`config.mk`:
```
export PLATFORM = sky130hd
export DESIGN_NAME = singleCycleMips
export DESIGN_NICKNAME = d
export VERILOG_FILES = /design/src/mipsPkg.sv /design/src/ctrlIf.sv /design/src/singleCycleMips.sv /design/src/dataPath.sv /design/src/pcUnit.sv /design/src/regFile.sv /design/src/alu.sv /design/src/mainDecoder.sv
export SDC_FILE = /design/constraint.sdc
export NUM_CORES = 2
export LEC_CHECK = 0
export BUFFER_PORTS_ARGS = -buffer_cell sky130_fd_sc_hd__buf_2
export CAP_MARGIN = 20
export CORE_MARGIN = 2
export CORE_UTILIZATION = 38
export DETAILED_ROUTE_END_ITERATION = 10
export SYNTH_ARGS = -nofsm -noshare
export SYNTH_HDL_FRONTEND = slang
export SYNTH_HIERARCHICAL = 1
export SYNTH_SLANG_ARGS = --single-unit
```
`constraint.sdc`:
```
create_clock -name clk -period 8.5 [get_ports clk]
set_input_delay 1.275 -clock clk [delete_from_list [all_inputs] [get_ports clk]]
set_output_delay 1.275 -clock clk [all_outputs]
set_load 0.02 [all_outputs]
```
`src/mipsPkg.sv`:
```
// opcode, function and ALU request encodings, instruction word union, link register index
package mipsPkg;

  // ====================================================================
  // primary opcodes, bits 31:26
  // ====================================================================
  typedef enum logic [5:0] {
    rType = 6'b000000,
    j     = 6'b000010,
    jal   = 6'b000011,
    beq   = 6'b000100,
    lw    = 6'b100011,
    sw    = 6'b101011
  } opcodeT;

  // ====================================================================
  // function field of R-type words, bits 5:0
  // ====================================================================
  typedef enum logic [5:0] {
    jr    = 6'b001000,
    add   = 6'b100000,
    sub   = 6'b100010,
    andOp = 6'b100100,
    orOp  = 6'b100101,
    slt   = 6'b101010
  } functT;

  // decoder request to the ALU
  // memAdd for address forming, branchSub for beq compare
  typedef enum logic [1:0] {
    memAdd    = 2'b00,
    branchSub = 2'b01,
    useFunct  = 2'b10
  } aluOpT;

  // ====================================================================
  // instruction word, one 32-bit word seen in three formats
  // ====================================================================
  typedef struct packed {
    opcodeT      opcode;
    logic [4:0]  rs;
    logic [4:0]  rt;
    logic [4:0]  rd;
    // shift amount, not used by this subset
    logic [4:0]  shamt;
    functT       funct;
  } rFieldsT;

  typedef struct packed {
    opcodeT      opcode;
    logic [4:0]  rs;
    logic [4:0]  rt;
    // signed offset for lw, sw and beq
    logic [15:0] imm16;
  } iFieldsT;

  typedef struct packed {
    opcodeT      opcode;
    logic [25:0] target26;
  } jFieldsT;

  typedef union packed {
    rFieldsT rFields;
    iFieldsT iFields;
    jFieldsT jFields;
  } instrWordT;

  // jal return address goes here
  localparam logic [4:0] linkReg = 5'd31;

endpackage
```
`src/ctrlIf.sv`:
```
// control bundle interface from the decoder to the datapath and program counter
interface ctrlIf;

  // destination and second operand selection
  logic regDst;
  logic aluSrc;

  // write-back and data memory
  logic memToReg;
  logic regWrite;
  logic memWrite;

  // control flow
  logic branch;
  logic jump;
  // jal, also selects r31 and pc+8 for write-back
  logic link;
  // jr, next pc from register rs
  logic regJump;

  mipsPkg::aluOpT aluOp;

  // decoder drives every level
  modport dec (output regDst, aluSrc, memToReg, regWrite, memWrite,
               branch, jump, link, regJump, aluOp);

  // datapath side
  modport dp (input regDst, aluSrc, memToReg, regWrite, memWrite,
              branch, link, aluOp);

  // program counter only needs the jump kinds
  modport pc (input jump, regJump);

endinterface

```
`src/singleCycleMips.sv`:
```
// single-cycle core top, decoder, program counter and datapath on plain memory ports
module singleCycleMips #(
  parameter int dataAddrBits = 7
) (
  input  logic                    clk,
  input  logic                    rst,
  // instruction memory
  input  logic [31:0]             ir,
  output logic [31:0]             irAddr,
  // write-back value, visible for checking
  output logic [31:0]             rfWriteData,
  // data memory
  input  logic [31:0]             readDataMem,
  output logic                    cen,
  output logic                    wen,
  output logic                    oen,
  output logic [dataAddrBits-1:0] a,
  output logic [31:0]             writeData
);

  // ====================================================================
  // internal nets
  // ====================================================================
  logic        branchTaken;
  logic [31:0] jumpReg;
  logic [31:0] pcLink;

  // decoded control levels
  ctrlIf ctl ();

  mainDecoder mainDecoder_inst (
    .ir  (ir),
    .ctl (ctl)
  );

  // irAddr straight from the counter register
  pcUnit pcUnit_inst (
    .clk         (clk),
    .rst         (rst),
    .ctl         (ctl),
    .ir          (ir),
    .branchTaken (branchTaken),
    .jumpReg     (jumpReg),
    .pcValue     (irAddr),
    .pcLink      (pcLink)
  );

  dataPath #(
    .dataAddrBits (dataAddrBits)
  ) dataPath_inst (
    .clk         (clk),
    .rst         (rst),
    .ctl         (ctl),
    .ir          (ir),
    .readDataMem (readDataMem),
    .pcLink      (pcLink),
    .branchTaken (branchTaken),
    .jumpReg     (jumpReg),
    .rfWriteData (rfWriteData),
    .cen         (cen),
    .wen         (wen),
    .oen         (oen),
    .a           (a),
    .writeData   (writeData)
  );

endmodule

```
`src/dataPath.sv`:
```
// datapath with operand and write-back selection, register file, ALU and data memory strobes
module dataPath #(
  parameter int dataAddrBits = 7
) (
  input  logic                    clk,
  input  logic                    rst,
  ctrlIf.dp                       ctl,
  input  mipsPkg::instrWordT      ir,
  input  logic [31:0]             readDataMem,
  input  logic [31:0]             pcLink,
  output logic                    branchTaken,
  output logic [31:0]             jumpReg,
  output logic [31:0]             rfWriteData,
  output logic                    cen,
  output logic                    wen,
  output logic                    oen,
  output logic [dataAddrBits-1:0] a,
  output logic [31:0]             writeData
);

  import mipsPkg::*;

  logic [31:0] signExt;
  logic [31:0] readA;
  logic [31:0] readB;
  logic [31:0] opB;
  logic [31:0] aluResult;
  logic        aluZero;
  logic [4:0]  writeAddr;

  // ====================================================================
  // operands
  // ====================================================================
  assign signExt = {{16{ir.iFields.imm16[15]}}, ir.iFields.imm16};

  // immediate for lw and sw, rt otherwise
  assign opB = ctl.aluSrc ? signExt : readB;

  // ====================================================================
  // write-back selection
  // ====================================================================
  // jal overrides to r31
  assign writeAddr = ctl.link   ? linkReg :
                     ctl.regDst ? ir.rFields.rd : ir.rFields.rt;

  assign rfWriteData = ctl.link     ? pcLink :
                       ctl.memToReg ? readDataMem : aluResult;

  regFile regFile_inst (
    .clk        (clk),
    .rst        (rst),
    .writeEn    (ctl.regWrite),
    .readAddrA  (ir.rFields.rs),
    .readAddrB  (ir.rFields.rt),
    .writeAddr  (writeAddr),
    .writeValue (rfWriteData),
    .readValueA (readA),
    .readValueB (readB)
  );

  alu alu_inst (
    .opA    (readA),
    .opB    (opB),
    .aluOp  (ctl.aluOp),
    .funct  (ir.rFields.funct),
    .result (aluResult),
    .zero   (aluZero)
  );

  // ====================================================================
  // control flow and memory port
  // ====================================================================
  assign branchTaken = ctl.branch & aluZero;

  // rs value for jr
  assign jumpReg = readA;

  // store data is rt
  assign writeData = readB;

  // word address from the byte address
  assign a = aluResult[dataAddrBits+1:2];

  // strobes active low, held inactive in reset
  // chip enable only for lw and sw
  assign cen = ~rst | ~(ctl.memToReg | ctl.memWrite);
  assign wen = ~rst | ~ctl.memWrite;
  assign oen = 1'b0;

endmodule

```
`src/pcUnit.sv`:
```
// program counter register with sequential, branch, jump and register-jump selection
module pcUnit (
  input  logic               clk,
  input  logic               rst,
  ctrlIf.pc                  ctl,
  input  mipsPkg::instrWordT ir,
  input  logic               branchTaken,
  input  logic [31:0]        jumpReg,
  output logic [31:0]        pcValue,
  output logic [31:0]        pcLink
);

  logic [31:0] pcPlus4;
  logic [31:0] branchTarget;
  logic [31:0] jumpTarget;
  logic [31:0] nextPc;

  // ====================================================================
  // candidate addresses
  // ====================================================================
  assign pcPlus4 = pcValue + 32'd4;

  // offset is in words, sign extended then scaled by four
  assign branchTarget = pcPlus4 + {{14{ir.iFields.imm16[15]}}, ir.iFields.imm16, 2'b00};

  // region bits from pc+4, target fills the rest
  assign jumpTarget = {pcPlus4[31:28], ir.jFields.target26, 2'b00};

  // return address for jal
  assign pcLink = pcValue + 32'd8;

  // ====================================================================
  // next address, jump first, then taken branch, then jr
  // ====================================================================
  always_comb begin
    if (ctl.jump) begin
      nextPc = jumpTarget;
    end else if (branchTaken) begin
      nextPc = branchTarget;
    end else if (ctl.regJump) begin
      // value of rs, not the field
      nextPc = jumpReg;
    end else begin
      nextPc = pcPlus4;
    end
  end

  // counter register
  always_ff @(posedge clk or negedge rst) begin
    if (!rst) begin
      pcValue <= 32'd0;
    end else begin
      pcValue <= nextPc;
    end
  end

endmodule

```
`src/regFile.sv`:
```
// 32 x 32 register file, two combinational reads, one clocked write
module regFile (
  input  logic        clk,
  input  logic        rst,
  input  logic        writeEn,
  input  logic [4:0]  readAddrA,
  input  logic [4:0]  readAddrB,
  input  logic [4:0]  writeAddr,
  input  logic [31:0] writeValue,
  output logic [31:0] readValueA,
  output logic [31:0] readValueB
);

  // architectural registers
  logic [31:0] regs [32];

  // ====================================================================
  // write port
  // ====================================================================
  always_ff @(posedge clk or negedge rst) begin
    if (!rst) begin
      // whole file cleared
      for (int i = 0; i < 32; i++) begin
        regs[i] <= 32'd0;
      end
    end else if (writeEn && (writeAddr != 5'd0)) begin
      // r0 never written
      regs[writeAddr] <= writeValue;
    end
  end

  // ====================================================================
  // read ports
  // ====================================================================
  // r0 forced to zero on both ports
  assign readValueA = (readAddrA == 5'd0) ? 32'd0 : regs[readAddrA];
  assign readValueB = (readAddrB == 5'd0) ? 32'd0 : regs[readAddrB];

endmodule

```
`src/alu.sv`:
```
// ALU with local function decode, 32-bit result and zero flag
module alu (
  input  logic [31:0]    opA,
  input  logic [31:0]    opB,
  input  mipsPkg::aluOpT aluOp,
  input  mipsPkg::functT funct,
  output logic [31:0]    result,
  output logic           zero
);

  import mipsPkg::*;

  // internal operation select
  localparam logic [2:0] opAdd  = 3'd0;
  localparam logic [2:0] opSub  = 3'd1;
  localparam logic [2:0] opAnd  = 3'd2;
  localparam logic [2:0] opOr   = 3'd3;
  localparam logic [2:0] opSlt  = 3'd4;
  localparam logic [2:0] opNone = 3'd5;

  logic [2:0] opSel;

  // ====================================================================
  // request plus funct to one operation
  // ====================================================================
  always_comb begin
    case (aluOp)
      memAdd:    opSel = opAdd;
      branchSub: opSel = opSub;
      useFunct: begin
        case (funct)
          add:     opSel = opAdd;
          sub:     opSel = opSub;
          andOp:   opSel = opAnd;
          orOp:    opSel = opOr;
          slt:     opSel = opSlt;
          // jr and anything unknown
          default: opSel = opNone;
        endcase
      end
      default:   opSel = opNone;
    endcase
  end

  // ====================================================================
  // datapath
  // ====================================================================
  always_comb begin
    case (opSel)
      opAdd:   result = opA + opB;
      opSub:   result = opA - opB;
      opAnd:   result = opA & opB;
      opOr:    result = opA | opB;
      // two's complement compare
      opSlt:   result = {31'd0, $signed(opA) < $signed(opB)};
      default: result = 32'd0;
    endcase
  end

  // any zero result, beq reads it after a subtract
  assign zero = (result == 32'd0);

endmodule

```
`src/mainDecoder.sv`:
```
// opcode and function decoder producing the control bundle
module mainDecoder (
  input  mipsPkg::instrWordT ir,
  ctrlIf.dec                 ctl
);

  import mipsPkg::*;

  // ====================================================================
  // control levels for the current instruction
  // ====================================================================
  always_comb begin
    // all inactive, unknown words fall through as a nop
    ctl.regDst   = 1'b0;
    ctl.aluSrc   = 1'b0;
    ctl.memToReg = 1'b0;
    ctl.regWrite = 1'b0;
    ctl.memWrite = 1'b0;
    ctl.branch   = 1'b0;
    ctl.jump     = 1'b0;
    ctl.link     = 1'b0;
    ctl.regJump  = 1'b0;
    ctl.aluOp    = memAdd;

    case (ir.rFields.opcode)
      rType: begin
        // funct picks the operation
        case (ir.rFields.funct)
          add, sub, andOp, orOp, slt: begin
            ctl.regDst   = 1'b1;
            ctl.regWrite = 1'b1;
            ctl.aluOp    = useFunct;
          end
          // jr, no write-back
          jr: ctl.regJump = 1'b1;
          default: ;
        endcase
      end
      lw: begin
        // base + offset, loaded word to rt
        ctl.aluSrc   = 1'b1;
        ctl.memToReg = 1'b1;
        ctl.regWrite = 1'b1;
      end
      sw: begin
        ctl.aluSrc   = 1'b1;
        ctl.memWrite = 1'b1;
      end
      beq: begin
        // subtract rs - rt, zero flag decides
        ctl.branch = 1'b1;
        ctl.aluOp  = branchSub;
      end
      j: ctl.jump = 1'b1;
      jal: begin
        ctl.jump     = 1'b1;
        ctl.link     = 1'b1;
        ctl.regWrite = 1'b1;
      end
      default: ;
    endcase
  end

endmodule

```
==> key figures <==
Drt
  • Met2 layer wire length in the routed design: about 110 mm
  • Via count: 48840
  • Wire length on met1: 99.29 mm
  • Per-cell routed wire length: 31.83 um
  • DRC violations left: 0
  • Met3 Wirelength: 23.34 mm
  • Top layer reached by signal wires: met5
  • DRC marker count from the first detailed-route iteration: 5272
  • Pre-Repair DR Iteration Count: 5
  • Post-detailed-route count of antenna-violating nets: 0
  • Final routed wirelength across all metal layers: about 250 mm
  • Per-cell via count in the routed design: 6.305

CTS
  • Cts hold-fix bufs: 0
  • Root buf cell: sky130_fd_sc_hd__clkbuf_16
  • Clock-pin transition on the worst setup and hold timing paths: 0.06 ns
  • Deepest level of the CTS H-tree: 3
  • Clock tree from TritonCTS: built
  • Number of buffers between clock root and the deepest sink: 3
  • TritonCTS Buffers: 114
  • Number of clock sinks: 1056
  • Latest clock arrival within the worst-skew pair: 0.77 ns

Global route
  • Global-route wire length before repair: 354.7 mm
  • Overall Global Routing Usage: 0.2776
  • Grt ovf: 0
  • Initial antenna violation count: 16
  • Vias in the first global route: a little under 50000
  • Pin count of the biggest net entering global routing: 151

Final layout
  • Most common cell after layout, fill and taps aside: sky130_fd_sc_hd__dfrtp_1
  • Highest-count cells in the layout ignoring fill and taps: 1056 x sky130_fd_sc_hd__dfrtp_1, 1015 x sky130_fd_sc_hd__mux2_2, 469 x sky130_fd_sc_hd__mux4_2
  • Area overhead of the layout relative to synthesis: 15.20%
  • Finished Cell Area: 75310 um2
  • Share of layout cells above drive strength 1: 0.4530
  • Fin util: 0.4395
  • NumNets Final: 5542

Setup path
  • Crit path arrival time: 7.09 ns
  • Crit path kind: primary input to output pin
  • Critical Path Start: ir[24]
  • Critical Path Source Type: primary input
  • Terminus of the critical flop-to-flop path: pcUnit_inst/pcValue[28]$_DFF_PN0_
  • Max Fanout on Critical Path: 10
  • Critical path capture point type: output pin
  • Number of cell instances on the worst register-to-register path: 27
  • Worst Path Required: about 7.2 ns
  • Startpoint of the worst register-to-register path: dataPath_inst/regFile_inst/regs[512]$_DFFE_PN0P_
  • Worst setup slack for register-to-register paths: 1.39 ns
  • Critical path destination: rfWriteData[26]

STA
  • Total negative setup slack: 0 ns
  • Tmin final: 8.364 ns
  • Minimum hold slack: 0.4000 ns
  • Setup-failing EPs final: 0
  • Largest clock skew in the final design: about 0.061 ns
  • Post-route worst setup slack: 0.1357 ns
  • Worst-Margin Slew: 1.234 ns
  • Count of final hold-check violations: 0
  • Final Cycle Share: 0.9840
  • Number of max-slew violations in the final report: 0
  • Max Clk Rate: roughly 120 MHz
  • Rel. slew slack: 0.1710

Synth
  • Syn_nets: approximately 5300
  • Gate count of the mapped netlist: 5129
  • Netlist cell types: 112
  • Synthesized area per cell: 12.75 um2
  • Synth Cell Area: 65370 um2
  • Count of warnings emitted by yosys: 6
  • #FFs+latches synth: 1056
  • Post-synth top flop: sky130_fd_sc_hd__dfrtp_1
  • Share of async-settable or async-resettable flops after synthesis: 1.000
  • Number of synthesized flops with an enable pin: 0
  • Cell types occupying the most area after synthesis: sky130_fd_sc_hd__dfrtp_1 40%, sky130_fd_sc_hd__mux2_2 17%, sky130_fd_sc_hd__mux4_2 16%
  • Synth top area share: 0.4042
  • Cell taking the most area after synthesis: sky130_fd_sc_hd__dfrtp_1
  • Share of synthesized area occupied by flip-flops and latches: 0.4042

Placement
  • Gp weighted congestion: 0.9824
  • Placed standard-cell area: between 70000 and 80000 um2
  • I/O Buffers: 170
  • Post-placement worst setup slack: -0.3080 ns
  • DP Wirelength: 165.6 mm

Power and ir drop
  • Cell internal power dissipation: roughly 9400 uW
  • Fraction of power consumed by combinational cells: 0.238
  • Clk network pwr share: 0.368
  • Switching power of the nets: approximately 4500 uW
  • Sequential share of power: 0.394
  • Maximum vdd drop: 191.4 uV
  • Power per standard cell area: about 180 nW/um2
  • Switching share of power: 0.3209
  • Static leakage: 0.03425 uW

Die
  • Core Rows: 152
  • Total core area: 171400 um2
  • DIE HEIGHT: 418.8 um
  • Total Die Area: 175400 um2
  • Number of top-level pins: between 150 and 200
  • Die extent in x: 418.8 um
  • Initial core utilization: 0.3815

Worst hold path
  • HP Class: flop to flop
  • Critical hold path startpoint: dataPath_inst/regFile_inst/regs[1015]$_DFFE_PN0P_

Status
  • Status: completed

Flow run
  • Max capacitance violation total: 0
area by class of cell:
class / count / area [um2]
antenna: 3 / 7.507
clock buffer: 169 / 3390
clock inverter: 40 / 481.7
fill: 15600 / 96050
inverter: 144 / 543.0
multi-input combinational: 3410 / 36430
sequential: 1056 / 26430
tap: 2310 / 2890
timing repair buffer: 614 / 5139
worst max-delay path, stage by stage:
cell and delay, ns:
sky130_fd_sc_hd__buf_2 0.33, sky130_fd_sc_hd__buf_4 0.39, sky130_fd_sc_hd__nor2_1 0.23, sky130_fd_sc_hd__a32o_1 0.31
sky130_fd_sc_hd__nor4_1 0.97, sky130_fd_sc_hd__inv_1 0.16, sky130_fd_sc_hd__ha_1 0.38, sky130_fd_sc_hd__buf_4 0.16
sky130_fd_sc_hd__buf_4 0.13, sky130_fd_sc_hd__nor2_1 0.17, sky130_fd_sc_hd__o311ai_4 0.14, sky130_fd_sc_hd__a21oi_1 0.26
sky130_fd_sc_hd__o32ai_2 0.16, sky130_fd_sc_hd__o31ai_2 0.45, sky130_fd_sc_hd__a311oi_1 0.19, sky130_fd_sc_hd__xnor2_1 0.16
sky130_fd_sc_hd__o221ai_1 0.26, sky130_fd_sc_hd__buf_4 0.16, sky130_fd_sc_hd__mux2i_1 0.07, sky130_fd_sc_hd__buf_4 0.17
sky130_fd_sc_hd__o21ai_2 0.17, sky130_fd_sc_hd__buf_12 0.17, sky130_fd_sc_hd__buf_2 0.17
worst min-delay path by stage:
stage / slack (ns) / end / depth (start not counted)
after floorplan: 0.44 / dataPath_inst/regFile_inst/regs[1001]$_DFFE_PN0P_ / 1
after global placement: 0.38 / dataPath_inst/regFile_inst/regs[1013]$_DFFE_PN0P_ / 0
after detailed placement: 0.38 / dataPath_inst/regFile_inst/regs[1017]$_DFFE_PN0P_ / 0
after CTS: 0.40 / dataPath_inst/regFile_inst/regs[1017]$_DFFE_PN0P_ / 0
after global routing: 0.41 / dataPath_inst/regFile_inst/regs[1017]$_DFFE_PN0P_ / 0
final: 0.40 / dataPath_inst/regFile_inst/regs[1015]$_DFFE_PN0P_ / 0
repair_timing:
action,CTS,global route
gates resized for setup,14,38
pin swaps,1,5
cloned,1,3
buffers inserted,0,2
endpoints found under the setup margin,1,9
cells in the mapped netlist, types with 47 or more instances:
| library cell | number |
|---|---|
| sky130_fd_sc_hd__dfrtp_1 | 1056 |
| sky130_fd_sc_hd__o22ai_1 | 88 |
| sky130_fd_sc_hd__inv_1 | 142 |
| sky130_fd_sc_hd__buf_4 | 56 |
| sky130_fd_sc_hd__nor3_1 | 88 |
| sky130_fd_sc_hd__nand3_1 | 48 |
| sky130_fd_sc_hd__a21oi_1 | 136 |
| sky130_fd_sc_hd__a22o_1 | 56 |
| sky130_fd_sc_hd__ha_1 | 133 |
| sky130_fd_sc_hd__mux2i_1 | 223 |
| sky130_fd_sc_hd__mux2_2 | 1015 |
| sky130_fd_sc_hd__o21ai_1 | 47 |
| sky130_fd_sc_hd__nand2_1 | 173 |
| sky130_fd_sc_hd__clkbuf_1 | 256 |
| sky130_fd_sc_hd__buf_1 | 49 |
| sky130_fd_sc_hd__nor2_1 | 146 |
| sky130_fd_sc_hd__xnor2_1 | 58 |
| sky130_fd_sc_hd__a211oi_1 | 64 |
| sky130_fd_sc_hd__mux4_2 | 469 |
| sky130_fd_sc_hd__buf_2 | 132 |
| sky130_fd_sc_hd__o21ai_0 | 90 |
metal layers:
layer / track usage / vias up
met4: 0.1349 / 20
li1: - / 19990
met2: 0.4244 / 2541
met3: 0.06298 / 586
met5: 0 / -
met1: 0.3724 / 25700
sequential cells by signal, indices dropped and copies added, names as in the netlist:
register	cells
dataPath_inst/regFile_inst/regs	1024
pcUnit_inst/pcValue	32
through the flow:
step | total power [uW] | std cells
after global routing | 14420 | 7743
after CTS | 13910 | 7735
after global placement | 8734 | 7521
final | 13910 | 7746
after floorplan | 7388 | 5129
after detailed placement | 8765 | 7525
power by group through the flow:
stage                     clock, uW  combinational, uW  sequential, uW
after floorplan                   0               1880            5510
after global placement            0               3180            5550
after detailed placement          0               3210            5560
after CTS                      5210               3230            5470
after global routing           5420               3500            5500
final                          5130               3310            5480
kinds of logic (layout without fill, tap and decap cells):
logic type | count (synthesis) | count (layout) | share of synthesized area
multiplexers | 1733 | 1733 | 0.3758
flip-flops | 1056 | 1056 | 0.4042
AO/OA/AOI/OAI | 771 | 771 | 0.08140
AND/OR/NAND/NOR | 678 | 678 | 0.05273
buffers and inverters | 663 | 967 | 0.04710
adder cells (fa/ha/maj) | 136 | 136 | 0.02637
XOR/XNOR | 91 | 91 | 0.01231
other | 1 | 4 | 0.00005736
No activity file was read; power rests on OpenSTA's default activity.
